File: src/logic/mac_id_pkg.sv
/*
 * Shared widths, opcodes and types of the RV32 decode/execute stage.
 * Only RV32I ALU ops and the custom-0 MAC are encoded here.
 * NUM_CREDITS sets both the buffer depth and the source's credits after reset.
 */
`default_nettype none

package mac_id_pkg;

  ////////////////////////////////////////////////////////////
  // Widths and sizes
  ////////////////////////////////////////////////////////////

  localparam int unsigned XLEN        = 32;
  localparam int unsigned REG_ADDR_W  = 5;
  localparam int unsigned NUM_REGS    = 2 ** REG_ADDR_W;
  localparam int unsigned NUM_CREDITS = 2;

  // Buffer pointer and occupancy widths
  localparam int unsigned BUF_PTR_W = (NUM_CREDITS > 1) ? $clog2(NUM_CREDITS) : 1;
  localparam int unsigned BUF_CNT_W = $clog2(NUM_CREDITS + 1);

  ////////////////////////////////////////////////////////////
  // Encodings
  ////////////////////////////////////////////////////////////

  // Major opcodes, MAC lives on custom-0
  localparam logic [6:0] OPC_OP     = 7'b0110011;
  localparam logic [6:0] OPC_OP_IMM = 7'b0010011;
  localparam logic [6:0] OPC_MAC    = 7'b0001011;

  // funct7 values, SUB sets word bit 30
  localparam logic [6:0] F7_BASE    = 7'b0000000;
  localparam logic [6:0] FUNCT7_SUB = 7'b0100000;

  // funct3 values shared by OP and OP-IMM
  localparam logic [2:0] F3_ADD_SUB = 3'b000;
  localparam logic [2:0] F3_XOR     = 3'b100;
  localparam logic [2:0] F3_OR      = 3'b110;
  localparam logic [2:0] F3_AND     = 3'b111;

  typedef enum logic [2:0] {
    ALU_ADD,
    ALU_SUB,
    ALU_XOR,
    ALU_OR,
    ALU_AND
  } alu_op_e;

  ////////////////////////////////////////////////////////////
  // Instruction word and its two views
  ////////////////////////////////////////////////////////////

  typedef struct packed {
    logic [6:0]            funct7;
    logic [REG_ADDR_W-1:0] rs2;
    logic [REG_ADDR_W-1:0] rs1;
    logic [2:0]            funct3;
    logic [REG_ADDR_W-1:0] rd;
    logic [6:0]            opcode;
  } r_type_t;

  typedef struct packed {
    logic [11:0]           imm12;
    logic [REG_ADDR_W-1:0] rs1;
    logic [2:0]            funct3;
    logic [REG_ADDR_W-1:0] rd;
    logic [6:0]            opcode;
  } i_type_t;

  typedef union packed {
    r_type_t r;
    i_type_t i;
  } insn_u;

  // Decoded control of the head instruction
  typedef struct packed {
    alu_op_e               alu_op;
    logic                  use_imm;
    logic                  is_mac;
    logic                  we;
    logic                  illegal;
    logic [REG_ADDR_W-1:0] rs1;
    logic [REG_ADDR_W-1:0] rs2;
    logic [REG_ADDR_W-1:0] rd;
    logic [XLEN-1:0]       imm;
  } dec_ctrl_t;

  // One retired instruction
  typedef struct packed {
    logic                  valid;
    logic                  illegal;
    logic [REG_ADDR_W-1:0] rd;
    logic [XLEN-1:0]       data;
  } retire_t;

endpackage

`default_nettype wire

File: src/logic/insn_buffer.sv
/*
 * Credit-managed instruction FIFO, NUM_CREDITS entries deep.
 * No ready signal: the source must hold a credit for every push.
 * One credit returns per pop.
 */
`timescale 1ns/100ps
`default_nettype none

module insn_buffer (
  input  logic              clk_i,
  input  logic              rst_ni,
  input  logic              insn_valid_i,
  input  mac_id_pkg::insn_u insn_i,
  input  logic              pop_i,
  output logic              head_valid_o,
  output mac_id_pkg::insn_u head_insn_o,
  output logic              credit_o
);

  import mac_id_pkg::*;

  insn_u                mem_q [NUM_CREDITS];
  logic [BUF_PTR_W-1:0] wr_ptr_q;
  logic [BUF_PTR_W-1:0] rd_ptr_q;
  logic [BUF_CNT_W-1:0] count_q;
  logic                 pop;

  // Circular pointer advance, also for depths that are not a power of two
  function automatic logic [BUF_PTR_W-1:0] ptr_inc(input logic [BUF_PTR_W-1:0] ptr);
    if (ptr == BUF_PTR_W'(NUM_CREDITS - 1)) begin
      return '0;
    end
    return ptr + 1'b1;
  endfunction

  // Pops only count while an entry is present
  assign pop = pop_i & head_valid_o;

  // Control state
  always_ff @(posedge clk_i or negedge rst_ni) begin
    if (!rst_ni) begin
      wr_ptr_q <= '0;
      rd_ptr_q <= '0;
      count_q  <= '0;
    end else begin
      if (insn_valid_i) begin
        wr_ptr_q <= ptr_inc(wr_ptr_q);
      end
      if (pop) begin
        rd_ptr_q <= ptr_inc(rd_ptr_q);
      end
      // Occupancy only moves on a lone push or a lone pop
      if (insn_valid_i && !pop) begin
        count_q <= count_q + 1'b1;
      end else if (pop && !insn_valid_i) begin
        count_q <= count_q - 1'b1;
      end
    end
  end

  // Entry storage
  always_ff @(posedge clk_i) begin
    if (insn_valid_i) begin
      mem_q[wr_ptr_q] <= insn_i;
    end
  end

  // Oldest entry is the head
  assign head_valid_o = (count_q != '0);
  assign head_insn_o  = mem_q[rd_ptr_q];

  // Freed slot goes straight back to the source
  assign credit_o = pop;

endmodule

`default_nettype wire

File: config.mk
export PLATFORM = sky130hd
export DESIGN_NAME = insn_buffer
export DESIGN_NICKNAME = d
export VERILOG_FILES = /design/src/logic/mac_id_pkg.sv /design/src/logic/insn_buffer.sv
export SDC_FILE = /design/constraint.sdc
export NUM_CORES = 1
export LEC_CHECK = 0
export ABC_AREA = 1
export BUFFER_PORTS_ARGS = -buffer_cell sky130_fd_sc_hd__buf_2
export CAP_MARGIN = 30
export CORE_ASPECT_RATIO = 1.1
export CORE_MARGIN = 2
export CORE_UTILIZATION = 55
export CTS_CLUSTER_SIZE = 25
export DETAILED_ROUTE_END_ITERATION = 10
export PLACE_DENSITY = 0.83
export SYNTH_ARGS = -nofsm -noshare
export SYNTH_HDL_FRONTEND = slang
export SYNTH_SLANG_ARGS = --single-unit
File: constraint.sdc
create_clock -name clk_i -period 3.9 [get_ports clk_i]
set_clock_uncertainty 0.05 [all_clocks]
set_input_delay 0.78 -clock clk_i [delete_from_list [all_inputs] [get_ports clk_i]]
set_output_delay 0.78 -clock clk_i [all_outputs]
set_load 0.02 [all_outputs]
# [Yosys cells after proc, flatten, opt, wreduce, memory -nomap -nowiden]
# Memories as Yosys holds them, arrays and structs flattened.
# Cells that the tools add are included.
[totals] ram_bits=64 register_bits=4 n_memories=1 wordCells=27 input_bits=36
[op_classes] reduce_logical=6 mux=12 bitwise=1 n_addsub=4
[mem_list] name="mem_q" words=2 width=32 read_ports=1 rd_ports_with_merged_regs=0 write_ports=1 line_no="insn_buffer.sv:22" rtl="insn_u mem_q [NUM_CREDITS];"
[op_table] operator="$mux W1" n=10
[op_table] operator="$mux W2" n=2
[op_table] operator="$reduce_bool A2 Y1" n=2
[op_table] operator="$add A1 B1 Y1 const B" n=2
[op_table] operator="$add A2 B1 Y2 const B" n=1
[op_table] operator="$logic_and A1 B1 Y1" n=2
[op_table] operator="$logic_not A1 Y1" n=2
[op_table] operator="$sub A2 B1 Y2 const B" n=1
[op_table] operator="$and A1 B1 Y1" n=1

# [Logic depth before layout (Yosys ltp)]
# Gate-level depths: netlist of run 1.
[depth] ltp_word=5 depth_mapped=9 ltp_nobuf=9

# [Worst setup path before layout of run 1]
# No wires, ideal clock.
[synth_path] path_kind="input-to-reg" startpoint="in insn_valid_i" endpoint="mem mem_q[0][0] (netlist bit) (enable)" slack_ns=1.259 cell_stages=2 setup_ns=0.422 arrival_ns=2.169 cell_sequence="inv_1 nor2_1"
[synth_between] elab_chain_len=2
[synth_rtl] element="start, declared" line_no="insn_buffer.sv:12" rtl="input logic insn_valid_i,"
[synth_rtl] element="$mux W1" line_no="insn_buffer.sv:63" rtl="if (insn_valid_i) begin"
[synth_rtl] element="$mux W1 (not written as such)" line_no="insn_buffer.sv:64" rtl="mem_q[wr_ptr_q] <= insn_i;"
[synth_rtl] element="end, declared" line_no="insn_buffer.sv:22"
# Every way passes these cells.

==> impl_metrics.env, run 1 <==
export IMPL_drt_iter0_drc=84
export IMPL_tns_ps=0
export IMPL_ctsResizeCount=0
export IMPL_synth_edf_count=64
export IMPL_synth_top_area_share_pct=73.28
export IMPL_dp_hpwl_um=2914
export IMPL_clkPwrFrac_pct=18.9
export IMPL_fp_dieH_um=76.42
export IMPL_synthSimpleGateAreaFrac_pct=17.27
export IMPL_critPathArrivalTime_ps=1870
export IMPL_detail_route_antenna_nets=0
export IMPL_p_sw_mw=0.8915
export IMPL_reg2reg_from="wr_ptr_q"
export IMPL_synth_area_leaders="edfxtp_1 (73%), nand2_1 (13%), dfrtp_1 (3.8%)"
export IMPL_drc=0
export IMPL_num_io_pins=70
export IMPL_cap_violations=0
export IMPL_hold_viol=0
export IMPL_gr_usage_all_layers_pct=17.50
export IMPL_internal_power_mw=1.449
export IMPL_ctsHoldBuffers=0
export IMPL_worstSetupEndpointType="primary output"
export IMPL_globalplace_congestion=0.7751
export IMPL_met2_wirelength_um=2329
export IMPL_die_area_um2=5337
export IMPL_p_leak_nw=1.395
export IMPL_yosys_warnings=0
export IMPL_antenna_found_initial=0
export IMPL_slew_limit_headroom_pct=39.49
export IMPL_htreeDepth=3
export IMPL_synth_mux_area_share_pct=0
export IMPL_vias_per_cell=4.885
export IMPL_mappedNetlistNets=232
export IMPL_p_sw_share_pct=38.10
export IMPL_wirelength_um=4356
export IMPL_clockBufferDepth=2
export IMPL_layout_drive_gt1_share_pct=35.77
export IMPL_cp_common_cell="nand2_1"
export IMPL_powerDensity_nw_per_um2=747.8
export IMPL_synth_top_cell_by_area="edfxtp_1"
export IMPL_num_rows=26
export IMPL_cp_max_fo=24
export IMPL_r2r_setup_slack_ps=2270
export IMPL_worstPathRequired_ps=3070
export IMPL_synth_top_family_by_area="simple AND/OR/NAND/NOR gates"
export IMPL_seq_area_frac_synth_pct=77.10
export IMPL_worst_r2r_path_depth=3
export IMPL_cts_num_sinks=68
export IMPL_synth_most_common_cell="nand2_1"
export IMPL_cp_num_buf_inv=2
export IMPL_numPortBuffers=69
export IMPL_ys_ff_latch=68
export IMPL_slowest_stage="dfrtp_1"
export IMPL_outcome="completed"
export IMPL_criticalPathCategory="flop to primary output"
export IMPL_wl_met3_um=292
export IMPL_synth_compound_area_share_pct=0
export IMPL_area_growth_pct=19.32
export IMPL_top_layer="met4"
export IMPL_cts_made_buffers=9
export IMPL_cts_tree="built"
export IMPL_critPathMaxStageDelay_ps=930
export IMPL_grt_pass1_wl_um=7051
export IMPL_seqPwrFrac_pct=45.4
export IMPL_p_comb_share_pct=35.7
export IMPL_stdcell_area_um2=3129
export IMPL_placed_area_um2=2980
export IMPL_fin_crit_ps=2703
export IMPL_overflow=0
export IMPL_post_cts_setup_buffers=0
export IMPL_root_buffer="clkbuf_8"
export IMPL_worst_pin_slew_ps=905.5
export IMPL_ir_worst_vdd_v=0.0005399
export IMPL_final_net_count=307
export IMPL_synth_xor_area_share_pct=0.6679
export IMPL_setup_worst_path_start_class="flop"
export IMPL_crit_family="flip-flops"
export IMPL_avgSynthCellArea_um2=13.45
export IMPL_core_area_um2=4619
export IMPL_setup_viol_count_final=0
export IMPL_grt_pass1_vias=1606
export IMPL_slew_viol_final=0
export IMPL_finalPower_mw=2.340
export IMPL_crit_path_cell_trace="buf_4, nand2_1, nand2_1, buf_2"
export IMPL_fp_dieW_um=69.84
export IMPL_cp_startpoint="rd_ptr_q"
export IMPL_ys_types=17
export IMPL_first_pass_iters=4
export IMPL_wl_met1_um=1667
export IMPL_synth_fa_ha_area_share_pct=0.4771
export IMPL_syn_area_um2=2623
export IMPL_ys_top_cells_by_count="nand2_1 (94), edfxtp_1 (64), nand2_2 (10), inv_1 (5)"
export IMPL_finalCritPeriodShare_pct=69.30
export IMPL_clk_pin_slew_ps=60
export IMPL_clk_latency_ps=320
export IMPL_initial_core_util_pct=56.77
export IMPL_synthCells=195
export IMPL_crit_cells=4
export IMPL_diodes=0
export IMPL_num_vias=1612
export IMPL_wire_per_inst_um=13.20
export IMPL_synthFlopType="edfxtp_1"
export IMPL_num_fill_cells=352
export IMPL_min_path_type="input pin to asynchronous set/reset pin"
export IMPL_async_reset_ff_share_pct=5.882
export IMPL_fmax_mhz=370.0
export IMPL_grt_max_degree=34
export IMPL_rsz0062_at_grt="false"
==> cells by family after synthesis <==
| kind of cell | count (synthesis) |
|---|---|
| XOR/XNOR | 2 |
| adder cells (fa/ha/maj) | 1 |
| buffers and inverters | 15 |
| flip-flops | 68 |
| AND/OR/NAND/NOR | 109 |
==> power groups by stage <==
stage	registers (mW)	clock network, mW	logic (mW)
detailed placement	1.08	0	0.843
global route	1.08	0.485	0.919
floorplan	1.03	0	0.670
finish	1.06	0.441	0.837
CTS	1.06	0.453	0.846
global placement	1.07	0	0.825
==> per-stage QoR <==
step / util (%) / setup WS, ps / hold slack (ps) / std cells
4_1_cts: 67.74 / 1170 / 190.3 / 330
5_1_grt: 67.74 / 1043 / 182.4 / 330
3_3_place_gp: 64.52 / 1518 / 407.1 / 315
6_report: 67.74 / 1197 / 202.8 / 330
2_1_floorplan: - / 1259 / 391.7 / 195
3_5_place_dp: 64.52 / 1523 / 431.4 / 315
==> routing by layer <==
metal  track usage, %  vias to the layer above
met5                0                        -
met4            7.500                        0
met3            7.804                        8
met2            30.19                       56
met1            18.38                      750
li1                 -                      798
==> cells in the final DEF, fill, tap and decap left out, drive strengths merged <==
cell type and instances:
nand4 1, ha 1, nor2 1, dfrtp 4, xnor2 1, nand2 106
edfxtp 64, clkinv 4, nand3 1, buf 71, inv 8, xor2 1
clkbuf 11
==> path summary, 6_finish.rpt <==
check / end
worst min-delay path: count_q[0]
worst max-delay path: head_insn_o[24]
worst max register to register: mem_q[1][6]
max in group asynchronous: wr_ptr_q
worst min register to register: count_q[1]
min in group clk_i: count_q[1]
==> area by class of cell <==
type	count	area, um2	share of cell area (%)
multi-input cells	112	490.5	15.67
clock buffers	11	131.4	4.198
repair buffers	71	360.3	11.52
flip-flops and latches	68	2022	64.61
inverters	8	37.54	1.200
well taps	56	70.07	2.239
clock inverters	4	17.52	0.5598
==> registers in the layout, summed over array words and instances (netlist names) <==
signal	flops
wr_ptr_q	1
count_q	2
rd_ptr_q	1
mem_q	64
Power figures use the tool's default switching activity.
==> inputs of run 2 (changes only) <==
CORE_UTILIZATION = 46   (was 55)
PLACE_DENSITY = 0.74   (was 0.83)
clock period = 2.36 ns   (was 3.9 ns; I/O delays follow)
==> impl_metrics.env, run 2 (synthesis gave the netlist of run 1 again) <==
export IMPL_outcome="completed"
export IMPL_setup_slack_ps=239.4
export IMPL_final_net_count=310
export IMPL_powerDensity_nw_per_um2=1268
export IMPL_internal_power_mw=2.557
export IMPL_gr_usage_all_layers_pct=15.52
export IMPL_seqPwrFrac_pct=41.6
export IMPL_first_pass_iters=4
export IMPL_num_rows=28
export IMPL_cts_num_sinks=68
export IMPL_antenna_found_initial=0
export IMPL_ctsResizeCount=0
export IMPL_cts_made_buffers=9
export IMPL_stdcell_area_um2=3254
export IMPL_wirelength_um=4691
export IMPL_slew_limit_headroom_pct=69.43
export IMPL_ir_worst_vdd_v=0.0007590
export IMPL_finalPower_mw=4.128
export IMPL_setup_viol_count_final=0
export IMPL_overflow=0
export IMPL_clkPwrFrac_pct=22.5
export IMPL_final_cell_count_no_fill=353
export IMPL_worstPathRequired_ps=1840
export IMPL_finalCritPeriodShare_pct=89.86
export IMPL_p_sw_mw=1.571
export IMPL_pre_cts_ws_ps=590.8
export IMPL_detail_route_antenna_nets=0
export IMPL_hold_worst_slack_ps=271.9
export IMPL_cts_tree="built"
export IMPL_layout_drive_gt1_share_pct=37.77
export IMPL_placed_cells=336
export IMPL_reg_top3="mem_q x64, count_q x2"
export IMPL_rsz0062_at_grt="false"
export IMPL_crit_path_cell_trace="buf_4, nand2_1, nand2_1, buf_2"
export IMPL_initial_core_util_pct=48.29
export IMPL_grt_max_degree=34
export IMPL_clockBufferDepth=2
export IMPL_clk_latency_ps=330
export IMPL_core_area_um2=5430
export IMPL_dp_hpwl_um=3117
export IMPL_post_cts_setup_buffers=0
export IMPL_utilization_pct=59.93
export IMPL_p_leak_nw=1.434
export IMPL_largest_reg_flops=64
export IMPL_cp_max_fo=17
export IMPL_die_area_um2=6322
export IMPL_cap_violations=0
export IMPL_drc=0
export IMPL_slowest_stage="dfrtp_1"
export IMPL_worst_pin_slew_ps=458.6
export IMPL_grt_pass1_vias=1649
export IMPL_worstSetupEndpointType="primary output"
export IMPL_cp_common_cell="nand2_1"
export IMPL_root_buffer="clkbuf_8"
export IMPL_p_sw_share_pct=38.06
export IMPL_clk_pin_slew_ps=70
export IMPL_htreeDepth=3
export IMPL_critPathArrivalTime_ps=1600
export IMPL_min_path_type="input pin to flop"
export IMPL_area_growth_pct=24.09
export IMPL_wire_per_inst_um=13.29
export IMPL_num_io_pins=70
export IMPL_tns_ps=0
export IMPL_fmax_mhz=471.6
export IMPL_fin_crit_ps=2121
export IMPL_numPortBuffers=69
export IMPL_cp_num_buf_inv=2
export IMPL_drt_iter0_drc=88
export IMPL_final_common_cell="nand2_1"
export IMPL_diodes=0
export IMPL_ctsHoldBuffers=1
export IMPL_critPathMaxStageDelay_ps=630
export IMPL_criticalPathCategory="flop to primary output"
export IMPL_final_cell_mix="nand2_1 (94), buf_2 (69), edfxtp_1 (64), nand2_2 (10), clkbuf_8 (9)"
export IMPL_p_comb_share_pct=35.8
export IMPL_vias_per_cell=4.635
export IMPL_setup_worst_path_start_class="flop"
export IMPL_fp_dieW_um=75.99
export IMPL_regMostFlops="mem_q"
export IMPL_slew_viol_final=0
export IMPL_placed_area_um2=3044
export IMPL_hold_viol=0
export IMPL_globalplace_congestion=0.7173
export IMPL_fp_dieH_um=83.19
export IMPL_grt_pass1_wl_um=7548
export IMPL_num_vias=1636
export IMPL_crit_family="flip-flops"
run 2: changes by cell type in the layout (fill, tap and decap cells not counted):
cell | previous run | this run
buf_12 | 0 | 2
bufinv_16 | 0 | 1
clkbuf_1 | 2 | 0
clkinv_1 | 2 | 0
clkinv_2 | 2 | 1
clkinv_4 | 0 | 2
clkinvlp_4 | 0 | 2
dlygate4sd3_1 | 0 | 1
inv_6 | 0 | 1
run 2: power by group through the flow:
stage | combinational [mW] | clock, mW | sequential (mW)
after global placement | 1.48 | 0 | 1.73
after detailed placement | 1.49 | 0 | 1.75
after floorplan | 1.11 | 0 | 1.70
final | 1.48 | 0.931 | 1.72
after CTS | 1.50 | 0.945 | 1.72
after global routing | 1.63 | 0.995 | 1.74
run 2: routing by layer:
metal / vias to the layer above / wire length [um] / track usage (%)
met5: - / 0 / 0
met4: 0 / 32 / 6.281
met3: 6 / 302 / 5.109
met2: 55 / 2483 / 26.70
met1: 773 / 1872 / 17.94
li1: 802 / - / -
run 2: worst paths after layout:
path                            startpoint         endpoint  slack (ps)  depth (start not counted)
worst max-delay path              rd_ptr_q  head_insn_o[15]         240                          4
worst min-delay path             insn_i[7]      mem_q[0][7]         270                          1
worst max register to register    wr_ptr_q      mem_q[1][3]         970                          3
worst min register to register  count_q[1]       count_q[1]         440                          2
max in group asynchronous           rst_ni         rd_ptr_q        1720                          2
min in group asynchronous           rst_ni       count_q[1]         420                          2
run 2: layout make-up:
type	instances	area (um2)
Fill cell	439	2176
Sequential cell	68	2022
Multi-Input combinational cell	112	490.5
Timing Repair Buffer	74	410.4
Clock buffer	9	123.9
Tap cell	75	93.84
Clock inverter	7	76.32
Inverter	8	37.54
run 2: worst reg2reg max path: stages (launching register included):
cell	delay, ps
dfrtp_1	430
nand2_1	80
inv_1	290
buf_12	240
==> inputs of run 3 (changes only) <==
ABC_AREA = not set   (was 1)
CORE_ASPECT_RATIO = not set   (was 1.1)
CORE_UTILIZATION = 47   (was 46)
PLACE_DENSITY = 0.75   (was 0.74)
==> impl_metrics.env, run 3 <==
export IMPL_rsz0062_at_grt="false"
export IMPL_vias_per_cell=4.642
export IMPL_fin_crit_ps=2237
export IMPL_ys_top_cells_by_count="edfxtp_1 (64), mux2_4 (29), dfrtp_1 (4)"
export IMPL_worst_pin_slew_ps=471.1
export IMPL_first_pass_iters=4
export IMPL_largest_reg_flops=64
export IMPL_num_rows=27
export IMPL_p_leak_nw=1.371
export IMPL_area_growth_pct=25.91
export IMPL_ys_ff_latch=68
export IMPL_met3_usage_pct=4.886
export IMPL_htreeDepth=3
export IMPL_core_area_um2=5473
export IMPL_fp_dieH_um=79.11
export IMPL_powerDensity_nw_per_um2=1285
export IMPL_ir_worst_vdd_v=0.0008909
export IMPL_utilization_pct=61.00
export IMPL_cts_num_sinks=68
export IMPL_worstSetupEndpointType="primary output"
export IMPL_fmax_mhz=447.1
export IMPL_grt_max_degree=20
export IMPL_num_vias=1272
export IMPL_wire_per_inst_um=15.26
export IMPL_num_io_pins=70
export IMPL_outcome="completed"
export IMPL_synth_top_cell_by_area="edfxtp_1"
export IMPL_clk_pin_slew_ps=70
export IMPL_clk_latency_ps=320
export IMPL_final_net_count=234
export IMPL_antenna_found_initial=0
export IMPL_slew_viol_final=0
export IMPL_worstPathRequired_ps=1840
export IMPL_synth_area_leaders="edfxtp_1 (72%), mux2_4 (16%), dfrtp_1 (3.8%)"
export IMPL_top_usage_layer="met2"
export IMPL_diodes=0
export IMPL_synth_edf_count=64
export IMPL_avgSynthCellArea_um2=22.86
export IMPL_cts_tree="built"
export IMPL_final_cell_count_no_fill=274
export IMPL_cap_violations=0
export IMPL_ys_types=15
export IMPL_regMostFlops="mem_q"
export IMPL_synthCells=116
export IMPL_cts_made_buffers=9
export IMPL_clockBufferDepth=2
export IMPL_ctsResizeCount=0
export IMPL_synth_top_area_share_pct=72.49
export IMPL_reg_top3="mem_q x64, count_q x2"
export IMPL_yosys_warnings=0
export IMPL_syn_area_um2=2651
export IMPL_tns_ps=0
export IMPL_final_common_cell="buf_2"
export IMPL_initial_core_util_pct=48.45
export IMPL_async_reset_ff_share_pct=5.882
export IMPL_seq_area_frac_synth_pct=76.26
export IMPL_hold_viol=0
export IMPL_die_area_um2=6258
export IMPL_cp_max_fo=19
export IMPL_layout_drive_gt1_share_pct=61.39
export IMPL_setup_viol_count_final=0
export IMPL_mappedNetlistNets=153
export IMPL_root_buffer="clkbuf_8"
export IMPL_final_cell_mix="buf_2 (69), edfxtp_1 (64), mux2_4 (29), clkbuf_8 (10)"
export IMPL_critPathArrivalTime_ps=1710
export IMPL_gr_usage_all_layers_pct=14.21
export IMPL_drt_iter0_drc=53
export IMPL_grt_use_met2_pct=23.73
export IMPL_synthFlopType="edfxtp_1"
export IMPL_grt_pass1_wl_um=6451
export IMPL_globalplace_congestion=0.6716
export IMPL_setup_worst_path_start_class="flop"
export IMPL_wirelength_um=4182
export IMPL_finalPower_mw=4.291
export IMPL_detail_route_antenna_nets=0
export IMPL_placed_cells=257
export IMPL_synth_most_common_cell="edfxtp_1"
export IMPL_drc=0
export IMPL_finalCritPeriodShare_pct=94.77
export IMPL_num_fill_cells=409
export IMPL_min_path_type="input pin to flop"
export IMPL_grt_util_met1_pct=16.24
export IMPL_hold_worst_slack_ps=280.6
export IMPL_slew_limit_headroom_pct=68.53
export IMPL_grt_pass1_vias=1350
export IMPL_criticalPathCategory="flop to primary output"
export IMPL_fp_dieW_um=79.11
export IMPL_numPortBuffers=69
export IMPL_overflow=0
run 3: final cells by class:
class                      count  area [um2]  area share [%]
clock buffer                  10       137.6           4.123
clock inverter                 6       111.4           3.336
tap                           72       90.09           2.699
multi-input combinational     43       561.8           16.83
inverter                       1       3.754          0.1124
timing repair buffer          74       410.4           12.29
sequential                    68        2023           60.61
run 3: worst max-delay path: stages (launching register included):
cell	delay, ps
dfrtp_2	660
buf_12	250
mux2_4	310
buf_2	160
run 3: per-stage QoR:
step	setup WS [ps]	cell area, um2
after global placement	481.5	3079
after global routing	37.62	3338
after floorplan	559.1	2654
final	123.3	3338
after CTS	81.17	3338
after detailed placement	443.4	3079
run 3: final timing paths:
| kind | start | to | slack, ps | cells past startpoint |
|---|---|---|---|---|
| hold / removal | insn_i[8] | mem_q[0][8] | 280 | 1 |
| setup reg to reg | count_q[0] | count_q[1] | 850 | 6 |
| max in group asynchronous | rst_ni | rd_ptr_q | 1690 | 2 |
| setup / recovery | rd_ptr_q | head_insn_o[16] | 120 | 3 |
| min in group asynchronous | rst_ni | wr_ptr_q | 420 | 2 |
| hold reg to reg | count_q[1] | count_q[1] | 440 | 1 |
run 3: routing by layer:
layer,wire length [um],vias up
met4,38,0
met1,1702,608
met2,2132,48
met3,309,5
met5,0,-
li1,-,611
run 3: what timing repair did:
item | 4_1_cts | 5_1_grt
hold buffers | 1 | 0
setup endpoints to repair | 0 | 0
setup buffers | 0 | 0
hold endpoints to repair | 4 | 0
run 3: logic make-up (layout without fill, tap and decap cells):
kind of cell | after synthesis | in the layout | share of synthesized area [%]
buffers and inverters | 5 | 91 | 2.831
multiplexers | 32 | 32 | 17.70
XOR/XNOR | 5 | 5 | 1.652
AND/OR/NAND/NOR | 5 | 5 | 1.086
adder cells (fa/ha/maj) | 1 | 1 | 0.4718
flip-flops | 68 | 68 | 76.26
run 3: report_power, final:
group	internal (mW)	total (mW)	switching [mW]
clock	0.730	1.14	0.405
sequential	1.61	1.75	0.145
combinational	0.672	1.40	0.730
total	3.01	4.29	1.28
